[src/design/wt_cache_config.svh]
`ifndef WT_CACHE_CONFIG_SVH
`define WT_CACHE_CONFIG_SVH

// byte address width on both sides
`define WT_ADDR_W 32

// processor side word
`define WT_FE_DATA_W 32

// memory side word
// must be a power-of-two multiple of the processor word
`define WT_BE_DATA_W 128

// write buffer entries
// keep this a power of two so the pointers wrap on their own
`define WT_WB_DEPTH 4

`endif

[src/design/wt_cache_pkg.sv]
`include "wt_cache_config.svh"

package wt_cache_pkg;

   localparam int FE_NBYTES = `WT_FE_DATA_W / 8;
   localparam int BE_NBYTES = `WT_BE_DATA_W / 8;
   localparam int NLANES    = `WT_BE_DATA_W / `WT_FE_DATA_W;  // processor words per memory word
   localparam int LANE_W    = $clog2(NLANES);
   localparam int FE_OFF_W  = $clog2(FE_NBYTES);  // byte offset inside a processor word
   localparam int FE_ADDR_W = `WT_ADDR_W - FE_OFF_W;

   // one word addressed processor write
   typedef struct packed {
      logic [FE_ADDR_W-1:0]     addr;
      logic [`WT_FE_DATA_W-1:0] wdata;
      logic [FE_NBYTES-1:0]     wstrb;
   } fe_req_t;

   // memory word as flat bits or as processor sized lanes
   typedef union packed {
      logic [`WT_BE_DATA_W-1:0]             raw;
      logic [NLANES-1:0][`WT_FE_DATA_W-1:0] lanes;
   } be_data_u;

   // one memory write at a byte address with the low bits zero
   typedef struct packed {
      logic [`WT_ADDR_W-1:0] addr;
      be_data_u              wdata;
      logic [BE_NBYTES-1:0]  wstrb;
   } be_req_t;

endpackage

[src/design/wt_write_buffer.sv]
`timescale 1ns/1ps

`include "wt_cache_config.svh"

module wt_write_buffer (
   input  logic                  clk_i,
   input  logic                  reset,

   input  logic                  push,
   input  wt_cache_pkg::fe_req_t push_req,
   output logic                  full,

   input  logic                  pop,
   output wt_cache_pkg::fe_req_t head_req,
   output logic                  not_empty
);

   import wt_cache_pkg::*;

   localparam int DEPTH = `WT_WB_DEPTH;
   localparam int PTR_W = $clog2(DEPTH);

   fe_req_t          entries [DEPTH];
   logic [PTR_W-1:0] wr_ptr;
   logic [PTR_W-1:0] rd_ptr;
   logic [PTR_W:0]   count;  // one extra bit to tell full from empty
   logic             do_push;
   logic             do_pop;

   generate
      if (DEPTH < 2 || (DEPTH & (DEPTH - 1)) != 0) begin : g_bad_depth
         $error("write buffer depth must be a power of two of at least 2");
      end
   endgenerate

   assign do_pop  = pop & not_empty;
   assign do_push = push & (~full | do_pop);  // a full buffer takes a word only as one leaves

   always_ff @(posedge clk_i, posedge reset) begin
      if (reset) begin
         wr_ptr <= '0;
         rd_ptr <= '0;
         count  <= '0;
      end else begin
         if (do_push) begin
            wr_ptr <= wr_ptr + 1'b1;
         end
         if (do_pop) begin
            rd_ptr <= rd_ptr + 1'b1;
         end
         case ({do_push, do_pop})
            2'b10:   count <= count + 1'b1;
            2'b01:   count <= count - 1'b1;
            default: ;  // both or neither
         endcase
      end
   end

   always_ff @(posedge clk_i) begin
      if (do_push) begin
         entries[wr_ptr] <= push_req;
      end
   end

   assign head_req  = entries[rd_ptr];
   assign not_empty = (count != '0);
   assign full      = (count == (PTR_W + 1)'(DEPTH));

   // the channel must only take a word it has seen
   a_no_pop_empty: assert property (@(posedge clk_i) disable iff (reset)
      pop |-> not_empty)
      else $error("write buffer popped while empty");

   a_count_max: assert property (@(posedge clk_i) disable iff (reset)
      count <= (PTR_W + 1)'(DEPTH))
      else $error("write buffer holds more than %0d entries", DEPTH);

endmodule

[src/design/wt_write_channel.sv]
`timescale 1ns/1ps

module wt_write_channel (
   input  logic                  clk_i,
   input  logic                  reset,

   input  logic                  req_valid,
   input  wt_cache_pkg::fe_req_t req,
   output logic                  req_pop,

   output logic                  be_valid,
   output wt_cache_pkg::be_req_t be_req,
   input  logic                  be_ready
);

   import wt_cache_pkg::*;

   localparam logic st_idle  = 1'b0;
   localparam logic st_write = 1'b1;

   logic                 state;
   logic                 state_nxt;
   fe_req_t              held_req;
   logic [LANE_W-1:0]    lane;
   logic [BE_NBYTES-1:0] strb_ext;

   generate
      if (NLANES < 2 || (NLANES & (NLANES - 1)) != 0) begin : g_bad_ratio
         $error("memory word must be a power-of-two multiple of the processor word");
      end
   endgenerate

   assign be_valid = (state == st_write);

   // idle takes the head at once
   // write takes the next one on the completing edge
   assign req_pop = req_valid & (~be_valid | be_ready);

   always_comb begin
      state_nxt = state;
      case (state)
         st_idle: begin
            if (req_valid) begin
               state_nxt = st_write;
            end
         end
         default: begin
            if (be_ready && !req_valid) begin
               state_nxt = st_idle;
            end
         end
      endcase
   end

   always_ff @(posedge clk_i, posedge reset) begin
      if (reset) begin
         state <= st_idle;
      end else begin
         state <= state_nxt;
      end
   end

   always_ff @(posedge clk_i) begin
      if (req_pop) begin
         held_req <= req;
      end
   end

   assign lane     = held_req.addr[LANE_W-1:0];
   assign strb_ext = {{(BE_NBYTES - FE_NBYTES){1'b0}}, held_req.wstrb};

   always_comb begin
      // drop lane and byte offset bits
      be_req.addr = {held_req.addr[FE_ADDR_W-1:LANE_W], {(LANE_W + FE_OFF_W){1'b0}}};
      for (int i = 0; i < NLANES; i++) begin
         be_req.wdata.lanes[i] = held_req.wdata;  // same word in every lane
      end
      be_req.wstrb = strb_ext << (lane * FE_NBYTES);  // only the addressed lane is written
   end

   a_be_req_stable: assert property (@(posedge clk_i) disable iff (reset)
      be_valid && !be_ready |=> be_valid && $stable(be_req))
      else $error("back-end request changed while stalled");

   // the processor never sends an empty strobe
   a_be_wstrb_set: assert property (@(posedge clk_i) disable iff (reset)
      be_valid |-> be_req.wstrb != '0)
      else $error("back-end write with no strobe bits");

   a_pop_to_write: assert property (@(posedge clk_i) disable iff (reset)
      req_pop |-> req_valid ##1 be_valid)
      else $error("popped word was not presented to the back end");

endmodule

[src/design/wt_write_path.sv]
`timescale 1ns/1ps

module wt_write_path (
   input  logic                  clk_i,
   input  logic                  reset,

   // processor side
   input  logic                  fe_valid,
   input  wt_cache_pkg::fe_req_t fe_req,
   output logic                  fe_ready,

   // memory side
   output logic                  be_valid,
   output wt_cache_pkg::be_req_t be_req,
   input  logic                  be_ready
);

   import wt_cache_pkg::*;

   logic    full;
   logic    push;
   logic    wb_valid;
   logic    wb_pop;
   fe_req_t wb_req;

   assign fe_ready = ~full;  // independent of fe_valid
   assign push     = fe_valid & fe_ready;

   wt_write_buffer buffer_i (
      .clk_i     (clk_i),
      .reset     (reset),
      .push      (push),
      .push_req  (fe_req),
      .full      (full),
      .pop       (wb_pop),
      .head_req  (wb_req),
      .not_empty (wb_valid)
   );

   wt_write_channel channel_i (
      .clk_i     (clk_i),
      .reset     (reset),
      .req_valid (wb_valid),
      .req       (wb_req),
      .req_pop   (wb_pop),
      .be_valid  (be_valid),
      .be_req    (be_req),
      .be_ready  (be_ready)
   );

endmodule

[config.mk]
export PLATFORM = sky130hd
export DESIGN_NAME = wt_write_path
export DESIGN_NICKNAME = d
export VERILOG_FILES = /design/src/design/wt_cache_pkg.sv /design/src/design/wt_write_buffer.sv /design/src/design/wt_write_channel.sv /design/src/design/wt_write_path.sv
export VERILOG_INCLUDE_DIRS = /design/src /design/src/design
export SDC_FILE = /design/constraint.sdc
export NUM_CORES = 1
export LEC_CHECK = 0
export ABC_CLOCK_PERIOD_IN_PS = 5150
export BUFFER_PORTS_ARGS = -buffer_cell sky130_fd_sc_hd__buf_2
export CORE_UTILIZATION = 55
export CTS_CLUSTER_SIZE = 40
export DETAILED_ROUTE_END_ITERATION = 16
export PLACE_DENSITY = 0.83
export SYNTH_ARGS = -nofsm -noshare
export SYNTH_HDL_FRONTEND = slang
export SYNTH_HIERARCHICAL = 1
export SYNTH_SLANG_ARGS = --single-unit
[constraint.sdc]
create_clock -name clk_i -period 5.15 [get_ports clk_i]
set_clock_uncertainty 0.2 [all_clocks]
set_input_delay 0.515 -clock clk_i [delete_from_list [all_inputs] [get_ports clk_i]]
set_output_delay 0.515 -clock clk_i [all_outputs]
set_load 0.05 [all_outputs]
## Word-level counts from Yosys, hierarchy flattened

Memories as Yosys holds them, arrays and structs flattened. A register that Yosys moved wholly into a read port is not among the register bits.
Cells that the tools add are included.

- Register bits: 8
- Memory bits (writable): 264
- Bits of input ports: 70
- Output and inout port bits: 178
- Word-level logic and storage cells: 31
- Memories: 1

- $add $sub $neg: 4
- Equal/unequal tests: 3
- Shifts and indexed selects: 1
- Multiplexer cells: 6
- Bitwise operators: 8
- Reduce and logical (&&, ||, !) cells: 4

Memories:

| memory | depth | width | read ports | clocked after Yosys merged registers in | write ports | line | text |
|---|---|---|---|---|---|---|---|
| buffer_i.entries | 4 | 66 | 1 | 1 | 1 | wt_write_buffer.sv:23 | `fe_req_t entries [DEPTH];` |

Operator list:

| operator | number |
|---|---|
| $shl A4 B4 Y16 | 1 |
| $pmux W3 S2 | 1 |
| $mux W1 | 5 |
| $add A2 B1 Y2 const B | 2 |
| $and A1 B1 Y1 | 4 |
| $add A3 B1 Y3 const B | 1 |
| $eq A3 B3 Y1 const B | 1 |
| $reduce_bool A3 Y1 | 1 |
| $sub A3 B1 Y3 const B | 1 |
| $eq A2 B1 Y1 const B | 1 |
| $eq A2 B2 Y1 const B | 1 |
| $not A1 Y1 | 2 |
| $or A1 B1 Y1 | 2 |
| $reduce_bool A2 Y1 | 1 |
| $logic_and A1 B1 Y1 | 1 |
| $logic_not A1 Y1 | 1 |

## Logic depth before layout (Yosys ltp)

- Depth after elaboration: 8
- Mapped depth: 9
- Depth with buffers taken out: 8

## Hierarchy

Netlist, hierarchy kept.

By module, submodules not included:

| module | instances | cells an instance | area each (µm²) | seq. area each (µm²) |
|---|---|---|---|---|
| wt_write_buffer | 1 | 399 | 10018.4 | 8102.8 |
| wt_write_channel | 1 | 253 | 3360.7 | 2006.9 |
| wt_write_path | 1 | 2 | 10.0 | 0.0 |

## Least setup slack after synthesis

OpenSTA, ideal clock, no wires.

- Kind: flip-flop to flip-flop
- Start: register channel_i.state (netlist: channel_i/be_valid)
- End: memory buffer_i/entries[0][0] in the netlist's numbering (enable)
- Library setup time: 395 ps
- Data arrival time: 3647 ps
- Required time: 4555 ps
- Setup slack: 909 ps
- Stages on the path, launching flop included: 6
- Buffers on the path: 1
- Clock period less this slack: 4241 ps
- Cell sequence: dfrtp_1 nand2b_1 and2_1 buf_6 o21a_4 and2_2

- Longest elaborated chain between the ends: 8

Ends and longest elaborated chain:

| element | line | text |
|---|---|---|
| start: declaration | wt_write_channel.sv:21 | `logic state;` |
| start signal: assignment | wt_write_channel.sv:57 | `state <= st_idle;` |
| start signal: assignment | wt_write_channel.sv:59 | `state <= state_nxt;` |
| $not A1 Y1 | wt_write_channel.sv:37 | `assign req_pop = req_valid & (~be_valid \| be_ready);` |
| $or A1 B1 Y1 | wt_write_channel.sv:37 |  |
| $and A1 B1 Y1 | wt_write_channel.sv:37 |  |
| named net wb_pop | wt_write_path.sv:23 | `logic wb_pop;` |
| $and A1 B1 Y1 | wt_write_buffer.sv:36 | `assign do_pop = pop & not_empty;` |
| $or A1 B1 Y1 | wt_write_buffer.sv:37 | `assign do_push = push & (~full \| do_pop);` |
| $and A1 B1 Y1 | wt_write_buffer.sv:37 |  |
| $mux W1 | wt_write_buffer.sv:60 | `if (do_push) begin` |
| $mux W1 (not written as such) | wt_write_buffer.sv:61 | `entries[wr_ptr] <= push_req;` |
| end: declaration | wt_write_buffer.sv:23 |  |

The timed path passes the listed nets, and every way through them passes these cells.

## Worst setup path after layout

- Start: register buffer_i.count[1]
- End: memory buffer_i/entries[3][27] in the netlist's numbering (enable)

- Longest elaborated chain between the ends: 7
- Elaborated cells on any way between the ends: 10
- Classes of those cells: 1 x eq/ne; 2 x mux; 6 x bitwise; 1 x reduce/logical

Ends and longest elaborated chain:

| element | line | text |
|---|---|---|
| start: declaration | wt_write_buffer.sv:26 | `logic [PTR_W:0] count;` |
| start signal: assignment | wt_write_buffer.sv:52 | `2'b10: count <= count + 1'b1;` |
| start signal: assignment | wt_write_buffer.sv:53 | `2'b01: count <= count - 1'b1;` |
| $reduce_bool A3 Y1 | wt_write_buffer.sv:66 | `assign not_empty = (count != '0);` |
| named net wb_valid | wt_write_path.sv:22 | `logic wb_valid;` |
| $and A1 B1 Y1 | wt_write_channel.sv:37 |  |
| named net wb_pop | wt_write_path.sv:23 |  |
| $and A1 B1 Y1 | wt_write_buffer.sv:36 |  |
| $or A1 B1 Y1 | wt_write_buffer.sv:37 |  |
| $and A1 B1 Y1 | wt_write_buffer.sv:37 |  |
| $mux W1 | wt_write_buffer.sv:60 |  |
| $mux W1 (not written as such) | wt_write_buffer.sv:61 |  |

The timed path passes the listed nets, and every way through them passes these cells.

==> summary.md <==
| Metric | Value |
|---|---|
| Slack of the worst reg-to-reg path | `roughly 1.9 ns` |
| Chip height | `158 µm` |
| Cell family with most CP delay | `simple AND/OR/NAND/NOR gates` |
| CP most frequent cell | `and2_4` |
| Hold EP | `buffer_i/entries[0][38]` |
| Most common cell after layout, fill and taps aside | `edfxtp_1` |
| Slew margin rel. | `26.8%` |
| Post-CTS setup buffer count | `0` |
| Fmax | `307 MHz` |
| Crit end category | `register` |
| Hold Crit Class | `in2reg` |
| # setup viols final | `0` |
| Via/cell ratio | `5.19` |
| Number of global-route vias before repair | `between 5k and 6k` |
| Worst path bufs/invs | `0` |
| CP max FO | `76` |
| Post-DP HPWL | `12.8 mm` |
| Worst path slowest cell | `and2_4` |
| Setup_tns | `0 ns` |
| Commonest non-fill, non-tap cells in the layout | `330 x edfxtp_1, 243 x buf_2, 66 x mux4_2` |
| Initial DRT Pass Iterations | `6` |
| Period minus WS final | `3.26 ns` |
| Setup CP Type | `reg2reg` |
| CTS tree | `done` |
| Area delta synth->final | `11.0%` |
| Register area share after synthesis | `75.5%` |
| R2R Path End | `buffer_i/entries[3][27]` |
| CP peak stage delay | `0.84 ns` |
| Row count | `56` |
| Part of the cycle the worst path needs | `between 60% and 70%` |
| Die width | `approximately 160 µm` |
| Share of cells above drive strength 1 | `46.9%` |
| Nets | `835` |
| EDFF count, synth | `330` |
| Outcome | `completed` |
| Post-synth cell types | `37` |
| GRT Total Usage | `17.5%` |
| Main flop type after synthesis | `edfxtp_1` |
| Max-slew violation count | `0` |
| RSZ-0062 raised after global routing | `false` |
| Synth Cell Area | `13400 µm²` |
| Avg WL per Cell | `19.8 µm` |
| Worst hold path startpoint | `fe_req[38]` |
| # IOs | `roughly 250` |
| Routed vias | `around 5.7k` |
| Required time of the critical path | `5.06 ns` |
| Core area | `about 24000 µm²` |
| Worst-Skew Late Latency | `between 0.4 and 0.5 ns` |
| Synthesized flop and latch total | `338` |
| Number of buffers created by CTS | `34` |
| Post-synth ARST share | `2.37%` |
| Largest net degree at the start of global routing | `77` |
| Initial Utilization | `56.5%` |
| Clock-pin slew on the worst setup and hold paths | `0.06 ns` |
| Worst-Margin Slew | `1.10 ns` |
| Worst EP arrival | `3.17 ns` |
| Die area | `25000 µm²` |
| Gr ovfl total | `0` |
| Syn Inst Count | `654` |
| WL final | `21.9 mm` |
| Root Buffer | `clkbuf_16` |
| Max clock buf depth | `3` |
| Starting DRC count in detailed routing | `398` |
| GPL Wtd Cong | `between 0.7 and 0.8` |
| Mapped Avg Cell Area | `20.5 µm²` |
| First-pass GRT wire length | `roughly 32 mm` |
| Top-area cell type share of the netlist area | `74.0%` |
| Port Buffers | `243` |
| R2R depth | `4` |
| Residual DRC count | `0` |
| Routed Antenna Nets | `0` |
| Biggest area consumer among synthesized cells | `edfxtp_1` |
| Yosys warning count | `6` |
| CP Cell Sequence | `or3_2 -> and2_4 -> o21a_4 -> and2_4` |
| Max Cap Viol | `0` |
| Hold depth | `1` |
| Clock Sinks | `338` |
| Worst Setup Start Kind | `register` |
| Initial antenna violation count | `8` |
| Reg-to-Reg Start | `buffer_i/count[1]` |
| Fin. Hold Viols | `0` |
| H-Tree Depth | `2` |
| Top cells by area, synth | `edfxtp_1 74%, mux4_2 11%, buf_4 9.1%, dfrtp_1 1.5%, and2_1 0.47%` |
Yosys cell counts (2+ instances only):
library cell,n
dfrtp_1,8
inv_1,9
mux4_2,66
and2_2,4
xnor2_1,4
nand2_1,3
or3_2,2
nand3_1,2
and3_1,5
and2_1,10
ha_1,4
nor2b_1,3
edfxtp_1,330
buf_2,10
clkbuf_1,2
nand2b_1,3
buf_1,2
buf_6,2
nor2_1,6
buf_4,162
state kept, by name, summed over array words and instances, names as in the netlist:
name,cells
buffer_i/entries,264
channel_i/be_valid,1
channel_i/held_req,6
channel_i/be_req,60
buffer_i/count,3
buffer_i/wr_ptr,2
buffer_i/rd_ptr,2
how the worst max path moves through the flow:
stage                             from                       to  slack [ns]  depth (start not counted)
floorplan           channel_i/be_valid   buffer_i/entries[0][0]        0.91                          5
global placement              be_ready  buffer_i/entries[2][19]        1.82                          5
detailed placement            be_ready  buffer_i/entries[1][13]        1.75                          5
CTS                  buffer_i/count[1]  buffer_i/entries[1][19]        1.82                          4
global route         buffer_i/count[1]  buffer_i/entries[3][27]        1.64                          4
finish               buffer_i/count[1]  buffer_i/entries[3][27]        1.89                          4
metal layers:
| metal | track usage [%] | wire, µm | part of all wire, % | up-vias |
|---|---|---|---|---|
| met5 | 0 | 50 | 0.23 | - |
| met4 | 4.44 | 381 | 1.7 | 8 |
| met3 | 5.09 | 1490 | 6.8 | 42 |
| met2 | 29.4 | 10800 | 50 | 227 |
| met1 | 22.4 | 9120 | 42 | 2878 |
| li1 | - | - | - | 2586 |
final cells by class:
class                           count  area (µm²)
Antenna cell                        4        10.0
Clock buffer                       47         973
Clock inverter                     12         129
Fill cell                        1616        8830
Inverter                            9        33.8
Multi-Input combinational cell    132        1960
Sequential cell                   338       10100
Tap cell                          319         399
Timing Repair Buffer              245        1230
logic make-up after synthesis:
group	count (synthesis)	share of synthesized area, %
compound gates	8	0.477
mux	67	11.2
simple gates	43	1.93
xor+xnor	5	0.327
other cells	1	0.0280
buf+inv	187	9.99
fa+ha+maj	5	0.523
flops	338	75.5
per-stage QoR:
| step | worst slack (ns) | instances | hold WS, ns | cell area [µm²] | util, % |
|---|---|---|---|---|---|
| floorplan | 0.909 | 657 | 0.0437 | 13400 | - |
| global placement | 1.82 | 1042 | 0.159 | 13700 | 58.0 |
| detailed placement | 1.75 | 1042 | 0.163 | 13700 | 58.0 |
| CTS | 1.82 | 1102 | 0.0187 | 14800 | 62.7 |
| global route | 1.64 | 1102 | 0.0135 | 14800 | 62.7 |
| finish | 1.89 | 1106 | 0.0376 | 14900 | 62.7 |
what timing repair did:
item,4_1_cts,5_1_grt
setup endpoints to repair,0,0
gates resized for setup,0,0
endpoints found under the hold margin,8,0
hold buffers,1,0
Power is not shown: default switching activity piles up to over one toggle a cycle in this logic, so the estimate is an artifact.
